$ cat config.mk
export PLATFORM = sky130hd
export DESIGN_NAME = event_sched
export DESIGN_NICKNAME = d
export VERILOG_FILES = /design/src/verilog/sched_pkg.sv /design/src/verilog/rr_arbiter.sv /design/src/verilog/event_queue.sv /design/src/verilog/core_tracker.sv /design/src/verilog/gvt_unit.sv /design/src/verilog/sched_ctrl.sv /design/src/verilog/event_sched.sv
export VERILOG_INCLUDE_DIRS = /design/src /design/src/verilog
export SDC_FILE = /design/constraint.sdc
export NUM_CORES = 2
export LEC_CHECK = 0
export BUFFER_PORTS_ARGS = -buffer_cell sky130_fd_sc_hd__buf_2
export CORE_MARGIN = 2
export CORE_UTILIZATION = 55
export DETAILED_ROUTE_END_ITERATION = 16
export GPL_ROUTABILITY_DRIVEN = 0
export PLACE_DENSITY = 0.73
export SETUP_SLACK_MARGIN = 0.15
export SYNTH_ARGS = -nofsm -noshare
export SYNTH_HDL_FRONTEND = slang
export SYNTH_SLANG_ARGS = --single-unit
$ cat constraint.sdc
create_clock -name clk -period 15.3 [get_ports clk]
set_input_delay 2.295 -clock clk [delete_from_list [all_inputs] [get_ports clk]]
set_output_delay 2.295 -clock clk [all_outputs]
set_load 0.1 [all_outputs]
$ cat src/verilog/sched_defs.svh
`ifndef SCHED_DEFS_SVH
`define SCHED_DEFS_SVH

// core ports
`define SCHED_NUM_CORE  4
`define SCHED_CORE_W    2

// logical processes
`define SCHED_NUM_LP    8
`define SCHED_LP_W      3

// event word layout
`define SCHED_TIME_W    16
`define SCHED_KEY_W     17   // time plus polarity bit
`define SCHED_MSG_W     32

// pending event queue
`define SCHED_Q_DEPTH   16
`define SCHED_Q_CNT_W   5

// run stops once gvt goes beyond this
`define SCHED_END_TIME  200

`endif

$ cat src/verilog/sched_pkg.sv
`include "sched_defs.svh"

package sched_pkg;

   // event as the cores and the gvt logic see it
   typedef struct packed {
      logic [`SCHED_TIME_W-1:0]                                 ev_time;
      logic                                                     pos;     // 0 = anti-message
      logic [`SCHED_LP_W-1:0]                                   lp;
      logic [`SCHED_MSG_W-`SCHED_TIME_W-`SCHED_LP_W-2:0]        spare;
   } event_t;

   // same word seen by the sorted queue
   typedef struct packed {
      logic [`SCHED_KEY_W-1:0]                  key;     // {time, pos}
      logic [`SCHED_MSG_W-`SCHED_KEY_W-1:0]     payload;
   } event_key_t;

   // anti-message has pos clear, so it sorts ahead at equal time
   typedef union packed {
      event_t     ev;
      event_key_t kv;
   } event_msg_u;

   typedef struct packed {
      logic       has_event;   // clear for a null result
      event_msg_u msg;
   } core_result_t;

   typedef enum logic [2:0] {
      IDLE,
      INIT,
      RUNNING,
      FINISHED,
      HALT
   } sched_phase_e;

endpackage

$ cat src/verilog/rr_arbiter.sv
`timescale 1ns/100ps
`include "sched_defs.svh"

module rr_arbiter (
   input  logic                       clk,
   input  logic                       rst_n,
   input  logic [`SCHED_NUM_CORE-1:0] req,
   input  logic                       advance,
   output logic                       grant_vld,
   output logic [`SCHED_CORE_W-1:0]   grant_idx
);

   localparam int CW = `SCHED_CORE_W;

   logic [CW-1:0] grant_q;
   logic [CW-1:0] ptr_q;      // search starts here
   logic [CW-1:0] cand;
   logic [CW-1:0] pick;
   logic          pick_vld;

   // first requester at or after the pointer
   always_comb begin
      pick     = ptr_q;
      pick_vld = 1'b0;
      cand     = ptr_q;
      for (int i = 0; i < `SCHED_NUM_CORE; i++) begin
         cand = ptr_q + CW'(i);
         if (!pick_vld && req[cand]) begin
            pick     = cand;
            pick_vld = 1'b1;
         end
      end
   end

   // reload when the holder is served or has dropped its request
   always_ff @(posedge clk or negedge rst_n) begin
      if (!rst_n) begin
         grant_q <= '0;
         ptr_q   <= '0;
      end else if ((advance || !req[grant_q]) && pick_vld) begin
         grant_q <= pick;
         ptr_q   <= pick + 1'b1;   // rotate past the new holder
      end
   end

   assign grant_vld = req[grant_q];
   assign grant_idx = grant_q;

endmodule

$ cat src/verilog/event_queue.sv
`timescale 1ns/100ps
`include "sched_defs.svh"

module event_queue (
   input  logic                  clk,
   input  logic                  rst_n,
   input  logic                  enq,
   input  logic                  deq,
   input  sched_pkg::event_msg_u in_msg,
   output sched_pkg::event_msg_u head_msg,
   output logic                  empty,
   output logic                  full
);

   import sched_pkg::*;

   event_msg_u                slot [`SCHED_Q_DEPTH];
   logic [`SCHED_Q_CNT_W-1:0] count;
   logic [`SCHED_Q_DEPTH-1:0] keep;     // slot holds on insert
   logic                      do_enq;
   logic                      do_deq;

   assign do_enq = enq && !full;
   assign do_deq = deq && !empty;

   // valid entries with key not above the new one stay in place
   // equal keys keep arrival order
   always_comb begin
      for (int i = 0; i < `SCHED_Q_DEPTH; i++) begin
         keep[i] = (i < count) && (slot[i].kv.key <= in_msg.kv.key);
      end
   end

   always_ff @(posedge clk) begin
      if (do_enq) begin
         if (!keep[0]) begin
            slot[0] <= in_msg;
         end
         for (int i = 1; i < `SCHED_Q_DEPTH; i++) begin
            if (!keep[i]) begin
               if (keep[i-1]) begin
                  slot[i] <= in_msg;      // opened slot
               end else begin
                  slot[i] <= slot[i-1];   // push toward the tail
               end
            end
         end
      end else if (do_deq) begin
         // whole array moves one step toward the head
         for (int i = 0; i < `SCHED_Q_DEPTH - 1; i++) begin
            slot[i] <= slot[i+1];
         end
      end
   end

   always_ff @(posedge clk or negedge rst_n) begin
      if (!rst_n) begin
         count <= '0;
      end else if (do_enq) begin
         count <= count + 1'b1;
      end else if (do_deq) begin
         count <= count - 1'b1;
      end
   end

   assign head_msg = slot[0];
   assign empty    = (count == 0);
   assign full     = (count == `SCHED_Q_DEPTH);

endmodule

$ cat src/verilog/core_tracker.sv
`timescale 1ns/100ps
`include "sched_defs.svh"

module core_tracker (
   input  logic                       clk,
   input  logic                       rst_n,
   input  logic [`SCHED_NUM_CORE-1:0] disp_vld,
   input  sched_pkg::event_msg_u      disp_msg,
   input  logic [`SCHED_NUM_CORE-1:0] res_ack,
   output logic [`SCHED_TIME_W-1:0]   busy_min,
   output logic                       busy_any
);

   import sched_pkg::*;

   localparam int N = `SCHED_NUM_CORE;

   logic [N-1:0]               busy;
   logic [`SCHED_TIME_W-1:0]   btime [N];       // time of the event in work
   logic [`SCHED_TIME_W-1:0]   node  [2*N-1];   // min tree, leaves at the top end

   always_ff @(posedge clk or negedge rst_n) begin
      if (!rst_n) begin
         busy <= '0;
      end else begin
         for (int i = 0; i < N; i++) begin
            if (disp_vld[i]) begin
               busy[i] <= 1'b1;
            end else if (res_ack[i]) begin
               busy[i] <= 1'b0;   // result taken back
            end
         end
      end
   end

   always_ff @(posedge clk) begin
      for (int i = 0; i < N; i++) begin
         if (disp_vld[i]) begin
            btime[i] <= disp_msg.ev.ev_time;
         end
      end
   end

   // idle cores drop out as all ones
   always_comb begin
      for (int i = 0; i < N; i++) begin
         node[N-1+i] = busy[i] ? btime[i] : '1;
      end
      for (int k = N - 2; k >= 0; k--) begin
         node[k] = (node[2*k+1] < node[2*k+2]) ? node[2*k+1] : node[2*k+2];
      end
   end

   assign busy_min = node[0];
   assign busy_any = |busy;

endmodule

$ cat src/verilog/gvt_unit.sv
`timescale 1ns/100ps
`include "sched_defs.svh"

module gvt_unit (
   input  logic                     clk,
   input  logic                     rst_n,
   input  logic                     running,
   input  sched_pkg::event_msg_u    head_msg,
   input  logic                     q_empty,
   input  logic [`SCHED_TIME_W-1:0] busy_min,
   input  logic                     busy_any,
   output logic [`SCHED_TIME_W-1:0] gvt,
   output logic                     past_end
);

   import sched_pkg::*;

   logic [`SCHED_TIME_W-1:0] head_time;
   logic [`SCHED_TIME_W-1:0] cand;
   logic                     load;

   assign head_time = head_msg.ev.ev_time;

   // lesser of the minimums that are valid
   always_comb begin
      if (!q_empty && busy_any) begin
         cand = (head_time < busy_min) ? head_time : busy_min;
      end else if (!q_empty) begin
         cand = head_time;
      end else begin
         cand = busy_min;
      end
   end

   // nothing pending anywhere, so gvt holds
   assign load = running && (!q_empty || busy_any);

   always_ff @(posedge clk or negedge rst_n) begin
      if (!rst_n) begin
         gvt      <= '0;
         past_end <= 1'b0;
      end else begin
         past_end <= load && (cand > `SCHED_END_TIME);
         if (load) begin
            gvt <= cand;
         end
      end
   end

endmodule

$ cat src/verilog/sched_ctrl.sv
`timescale 1ns/100ps
`include "sched_defs.svh"

module sched_ctrl (
   input  logic                  clk,
   input  logic                  rst_n,
   input  logic                  past_end,
   input  logic                  q_full,
   input  logic                  q_empty,
   input  logic                  rcv_vld,
   input  logic                  disp_ok,
   output logic                  enq,
   output logic                  deq,
   output sched_pkg::event_msg_u seed_msg,
   output logic                  seeding,
   output logic                  running,
   output logic                  done
);

   import sched_pkg::*;

   sched_phase_e           phase;
   sched_phase_e           phase_nxt;
   logic [`SCHED_LP_W-1:0] init_cnt;   // next lp to seed
   logic                   q_busy;     // idle cycle after a queue op

   assign seeding = (phase == INIT);
   assign running = (phase == RUNNING);
   assign done    = (phase == FINISHED);

   // enqueue has priority over dequeue
   assign enq = !q_busy && (seeding || (running && rcv_vld && !q_full));
   assign deq = !q_busy && running && !enq && !q_empty && disp_ok;

   always_comb begin
      phase_nxt = phase;
      case (phase)
         IDLE: begin
            phase_nxt = INIT;
         end
         INIT: begin
            if (enq && init_cnt == `SCHED_NUM_LP - 1) begin
               phase_nxt = RUNNING;   // last seed going in
            end
         end
         RUNNING: begin
            if (past_end) begin
               phase_nxt = FINISHED;
            end
         end
         FINISHED: begin
            phase_nxt = HALT;
         end
         default: begin
            phase_nxt = HALT;   // stays here until reset
         end
      endcase
   end

   always_ff @(posedge clk or negedge rst_n) begin
      if (!rst_n) begin
         phase    <= IDLE;
         q_busy   <= 1'b0;
         init_cnt <= '0;
      end else begin
         phase  <= phase_nxt;
         q_busy <= enq || deq;
         if (seeding && enq) begin
            init_cnt <= init_cnt + 1'b1;
         end
      end
   end

   // time zero positive event per lp
   always_comb begin
      seed_msg        = '0;
      seed_msg.ev.pos = 1'b1;
      seed_msg.ev.lp  = init_cnt;
   end

endmodule

$ cat src/verilog/event_sched.sv
`timescale 1ns/100ps
`include "sched_defs.svh"

module event_sched (
   input  logic                                          clk,
   input  logic                                          rst_n,
   input  logic [`SCHED_NUM_CORE-1:0]                    core_rdy,
   input  logic [`SCHED_NUM_CORE-1:0]                    res_vld,
   input  sched_pkg::core_result_t [`SCHED_NUM_CORE-1:0] res,
   output logic [`SCHED_NUM_CORE-1:0]                    disp_vld,
   output sched_pkg::event_msg_u                         disp_msg,
   output logic [`SCHED_NUM_CORE-1:0]                    res_ack,
   output logic [`SCHED_TIME_W-1:0]                      gvt,
   output logic                                          done
);

   import sched_pkg::*;

   logic                     rcv_vld;
   logic [`SCHED_CORE_W-1:0] rcv_idx;
   logic                     disp_ok;
   logic [`SCHED_CORE_W-1:0] disp_idx;
   logic                     enq;
   logic                     deq;
   logic                     rcv_enq;    // enq serving a core result
   logic                     q_enq;
   logic                     seeding;
   logic                     running;
   logic                     past_end;
   logic                     q_full;
   logic                     q_empty;
   logic [`SCHED_TIME_W-1:0] busy_min;
   logic                     busy_any;
   core_result_t             rcv_res;
   event_msg_u               seed_msg;
   event_msg_u               q_in;
   event_msg_u               head_msg;

   assign rcv_res = res[rcv_idx];
   assign rcv_enq = enq && !seeding;
   assign q_in    = seeding ? seed_msg : rcv_res.msg;
   assign q_enq   = enq && (seeding || rcv_res.has_event);   // null results are acked only

   // one-hot pulses for the granted cores
   always_comb begin
      for (int i = 0; i < `SCHED_NUM_CORE; i++) begin
         disp_vld[i] = deq && (disp_idx == i);
         res_ack[i]  = rcv_enq && (rcv_idx == i);
      end
   end

   assign disp_msg = head_msg;   // broadcast, only the pulsed core takes it

   rr_arbiter rcv_arb (
      .clk       (clk),
      .rst_n     (rst_n),
      .req       (res_vld),
      .advance   (rcv_enq),
      .grant_vld (rcv_vld),
      .grant_idx (rcv_idx)
   );

   rr_arbiter disp_arb (
      .clk       (clk),
      .rst_n     (rst_n),
      .req       (core_rdy),
      .advance   (deq),
      .grant_vld (disp_ok),
      .grant_idx (disp_idx)
   );

   event_queue u_queue (
      .clk      (clk),
      .rst_n    (rst_n),
      .enq      (q_enq),
      .deq      (deq),
      .in_msg   (q_in),
      .head_msg (head_msg),
      .empty    (q_empty),
      .full     (q_full)
   );

   core_tracker u_tracker (
      .clk      (clk),
      .rst_n    (rst_n),
      .disp_vld (disp_vld),
      .disp_msg (head_msg),
      .res_ack  (res_ack),
      .busy_min (busy_min),
      .busy_any (busy_any)
   );

   gvt_unit u_gvt (
      .clk      (clk),
      .rst_n    (rst_n),
      .running  (running),
      .head_msg (head_msg),
      .q_empty  (q_empty),
      .busy_min (busy_min),
      .busy_any (busy_any),
      .gvt      (gvt),
      .past_end (past_end)
   );

   sched_ctrl u_ctrl (
      .clk      (clk),
      .rst_n    (rst_n),
      .past_end (past_end),
      .q_full   (q_full),
      .q_empty  (q_empty),
      .rcv_vld  (rcv_vld),
      .disp_ok  (disp_ok),
      .enq      (enq),
      .deq      (deq),
      .seed_msg (seed_msg),
      .seeding  (seeding),
      .running  (running),
      .done     (done)
   );

endmodule

==> metrics.cfg <==
[run_status]
status=finished, final reports clean

[synth]
synthDominantCellAreaShare_pct=43.8
synthAdderAreaFrac_pct=10.6
synthFlopType=edfxtp_1
synthMuxAreaShare_pct=9.36
synthCells=3700
synth_edf_count=576
yosysTopAreaCell=edfxtp_1
synth_nets=4176
synth-seq-cells=617
syn_avg_cell_area_sq_um=10.7
synth_cell_types=80
synth_xor_xnor_area_share_pct=0.178
ys_seq_area_share_pct=46.5
synthArstFlopShare_pct=6.65
synthSimpleGateAreaFrac_pct=11.7
yosys-top-cells-count=edfxtp_1, nand2_1, ha_1
synth_warnings=0
synthesis.area_sq_um=39400
synth_compound_area_share_pct=17.7
synth_area_leaders=edfxtp_1, ha_1, mux2i_1
synth_most_common_cell=edfxtp_1
synth_top_family_by_area=compound AO/OA/AOI/OAI gates

[sta]
hold_viol_final=0
drv_slew=0
setup_viol=0
fin_crit_sh_pct=51.8
tns_ns=0
min_period_ns=7.93
rsz0062_at_grt=no
worst_pin_slew_ns=1.21
skew_ns=0.0320
setup_ws_ns=7.37
max_slew_margin_pct=19.4
max_freq_ghz=0.126

[drt]
num_vias=31300
wl_per_cell_um=23.4
drtIter0Drc=3790
ant_nets=0
drc=0
wirelength_um=112000
vias_per_cell=6.53
firstDrtPassIters=6

[cts]
cts_resized=0
cts_setup_buffers=0
cts_max_path_buffers=3
cts_tree=built
htreeDepth=3
clock_sinks=617
clk_latency_ns=0.64
cts_hold_buf=0
cts_buffers=72
cts-root-buf=clkbuf_16
clk_transition_reported_paths_ns=0.06

[finish]
antenna_cells=0
syn_to_final_growth_pct=10.1
nets=4261
postLayoutCellArea_sq_um=43400
drive_gt1_share_pct=14.0
fillers=5792

[critical_path]
worstPathArrival_ns=8.38
startpoint=u_tracker.busy[0]$_DFFE_PN0P_
cp_slowest_cell=nor2_1
start_kind=register
worst-setup-path-type=register to register
rrSetupSlack_ns=7.37
r2r-end=u_gvt.gvt[5]$_DFFE_PN0P_
endpoint_kind=register
crit_family=compound AO/OA/AOI/OAI gates
reg2regPathDepth=28
crit_fanout=18
max_stage_delay_ns=0.76
cpMostUsedCell=o21ai_0
path_buf_inv=5
crit_path_end=u_gvt.gvt[5]$_DFFE_PN0P_
cp.required_ns=15.76
worstReg2RegStart=u_tracker.busy[0]$_DFFE_PN0P_
cp.depth=28

[global_routing]
grtUsageTotal_pct=29.7
grt_max_degree=178
grt_pass1_vias=29300
grt-ovfl-total=0
grt_pass1_wl_um=172000
antenna_found_initial=0

[placement]
hpwl_um=80200
placed_area_sq_um=41200
dp_slack_ns=7.57
portBuffers=198

[power]
p_leak_uw=0.0163
power_density_nw_per_um2=144
peakVddDrop_mv=0.100

[flow_run]
max_cap_viol_count=0

[die]
io_pins=199
rows=98
core_sq_um=71200
die_x_um=272
chipHeight_um=272
die-area_sq_um=73900
start_util_pct=55.4

[min_path]
worstHoldPathType=register to register
whs_path_depth=2

==> flip-flops by register name, summed over array words and instances, names as in the netlist <==
name / cells
u_queue.slot: 512
u_tracker.btime: 64
u_gvt.gvt: 16
u_queue.count: 5
u_tracker.busy: 4
u_ctrl.init_cnt: 3
u_ctrl.phase: 3
disp_arb.grant_idx: 2
disp_arb.ptr_q: 2
rcv_arb.grant_idx: 2
rcv_arb.ptr_q: 2
u_ctrl.q_busy: 1
u_gvt.past_end: 1
==> logic make-up after synthesis <==
| group | count (synthesis) |
|---|---|
| multiplexers | 348 |
| XOR/XNOR | 8 |
| AO/OA/AOI/OAI | 1030 |
| adder cells (fa/ha/maj) | 334 |
| AND/OR/NAND/NOR | 1010 |
| flip-flops | 617 |
| buffers and inverters | 353 |
==> metrics by stage <==
step	hold WS (ns)	util, %	total power [uW]	cells
3_5_place_dp	0.465	57.8	4570	4661
6_report	0.477	60.9	6250	4789
4_1_cts	0.479	60.9	6220	4789
2_1_floorplan	0.469	-	3830	3700
3_3_place_gp	0.460	57.8	4470	4661
5_1_grt	0.504	60.9	6600	4789
==> worst min path at each step <==
stage,to,start,slack [ns]
floorplan,u_ctrl.init_cnt[0]$_DFFE_PN0P_,u_ctrl.init_cnt[0]$_DFFE_PN0P_,0.47
global placement,u_gvt.gvt[12]$_DFFE_PN0P_,u_gvt.gvt[12]$_DFFE_PN0P_,0.46
detailed placement,u_gvt.gvt[12]$_DFFE_PN0P_,u_gvt.gvt[12]$_DFFE_PN0P_,0.47
CTS,u_gvt.gvt[12]$_DFFE_PN0P_,u_gvt.gvt[12]$_DFFE_PN0P_,0.48
global route,u_gvt.gvt[12]$_DFFE_PN0P_,u_gvt.gvt[12]$_DFFE_PN0P_,0.50
finish,u_gvt.gvt[12]$_DFFE_PN0P_,u_gvt.gvt[12]$_DFFE_PN0P_,0.48
==> power by group <==
part	internal (uW)	switching, uW	leakage, uW
logic	1030	1530	0.00997
clock network	940	725	0.00109
registers	2000	24.9	0.00528
total	3970	2280	0.0163
==> tightest hold or removal path: stages, from the launching register on <==
cell and delay, ns:
dfrtp_1 0.34, nand2_1 0.04, o21ai_0 0.06
==> cell type report <==
type | count | area, sq um | area share [%]
Sequential cell | 617 | 18300 | 42.2
Multi-Input combinational cell | 2730 | 19700 | 45.5
Clock buffer | 91 | 1900 | 4.38
Clock inverter | 37 | 345 | 0.795
Timing Repair Buffer | 273 | 1570 | 3.61
Tap cell | 950 | 1190 | 2.74
Inverter | 91 | 342 | 0.787
==> routing by layer <==
layer / wire [um] / vias up / track usage, %
li1: - / 14300 / -
met1: 47800 / 15200 / 43.5
met2: 49900 / 1562 / 45.0
met3: 10600 / 172 / 4.11
met4: 3740 / 0 / 10.5
met5: 0 / - / 0
==> cells in the final DEF, fill, tap and decap left out, drive strengths merged, types with 7 or more instances in the layout <==
| cell type | n |
|---|---|
| ha | 334 |
| a221o | 141 |
| a22oi | 59 |
| and2 | 8 |
| clkbuf | 91 |
| a21o | 92 |
| nand3b | 7 |
| o22ai | 16 |
| edfxtp | 576 |
| a31oi | 12 |
| nand2 | 433 |
| mux2i | 243 |
| inv | 92 |
| mux4 | 7 |
| mux2 | 98 |
| dfrtp | 41 |
| nor2 | 225 |
| and4 | 12 |
| nand4 | 82 |
| a211oi | 11 |
| a21oi | 169 |
| nand3 | 38 |
| o21ai | 326 |
| o32ai | 29 |
| nand2b | 56 |
| or2 | 23 |
| a22o | 30 |
| nor2b | 32 |
| o21a | 51 |
| nor3 | 50 |
| and3 | 15 |
| o31ai | 9 |
| nor4 | 19 |
| clkinv | 32 |
| buf | 273 |
| o211ai | 35 |
| a221oi | 8 |
Power figures use the tool's default switching activity.
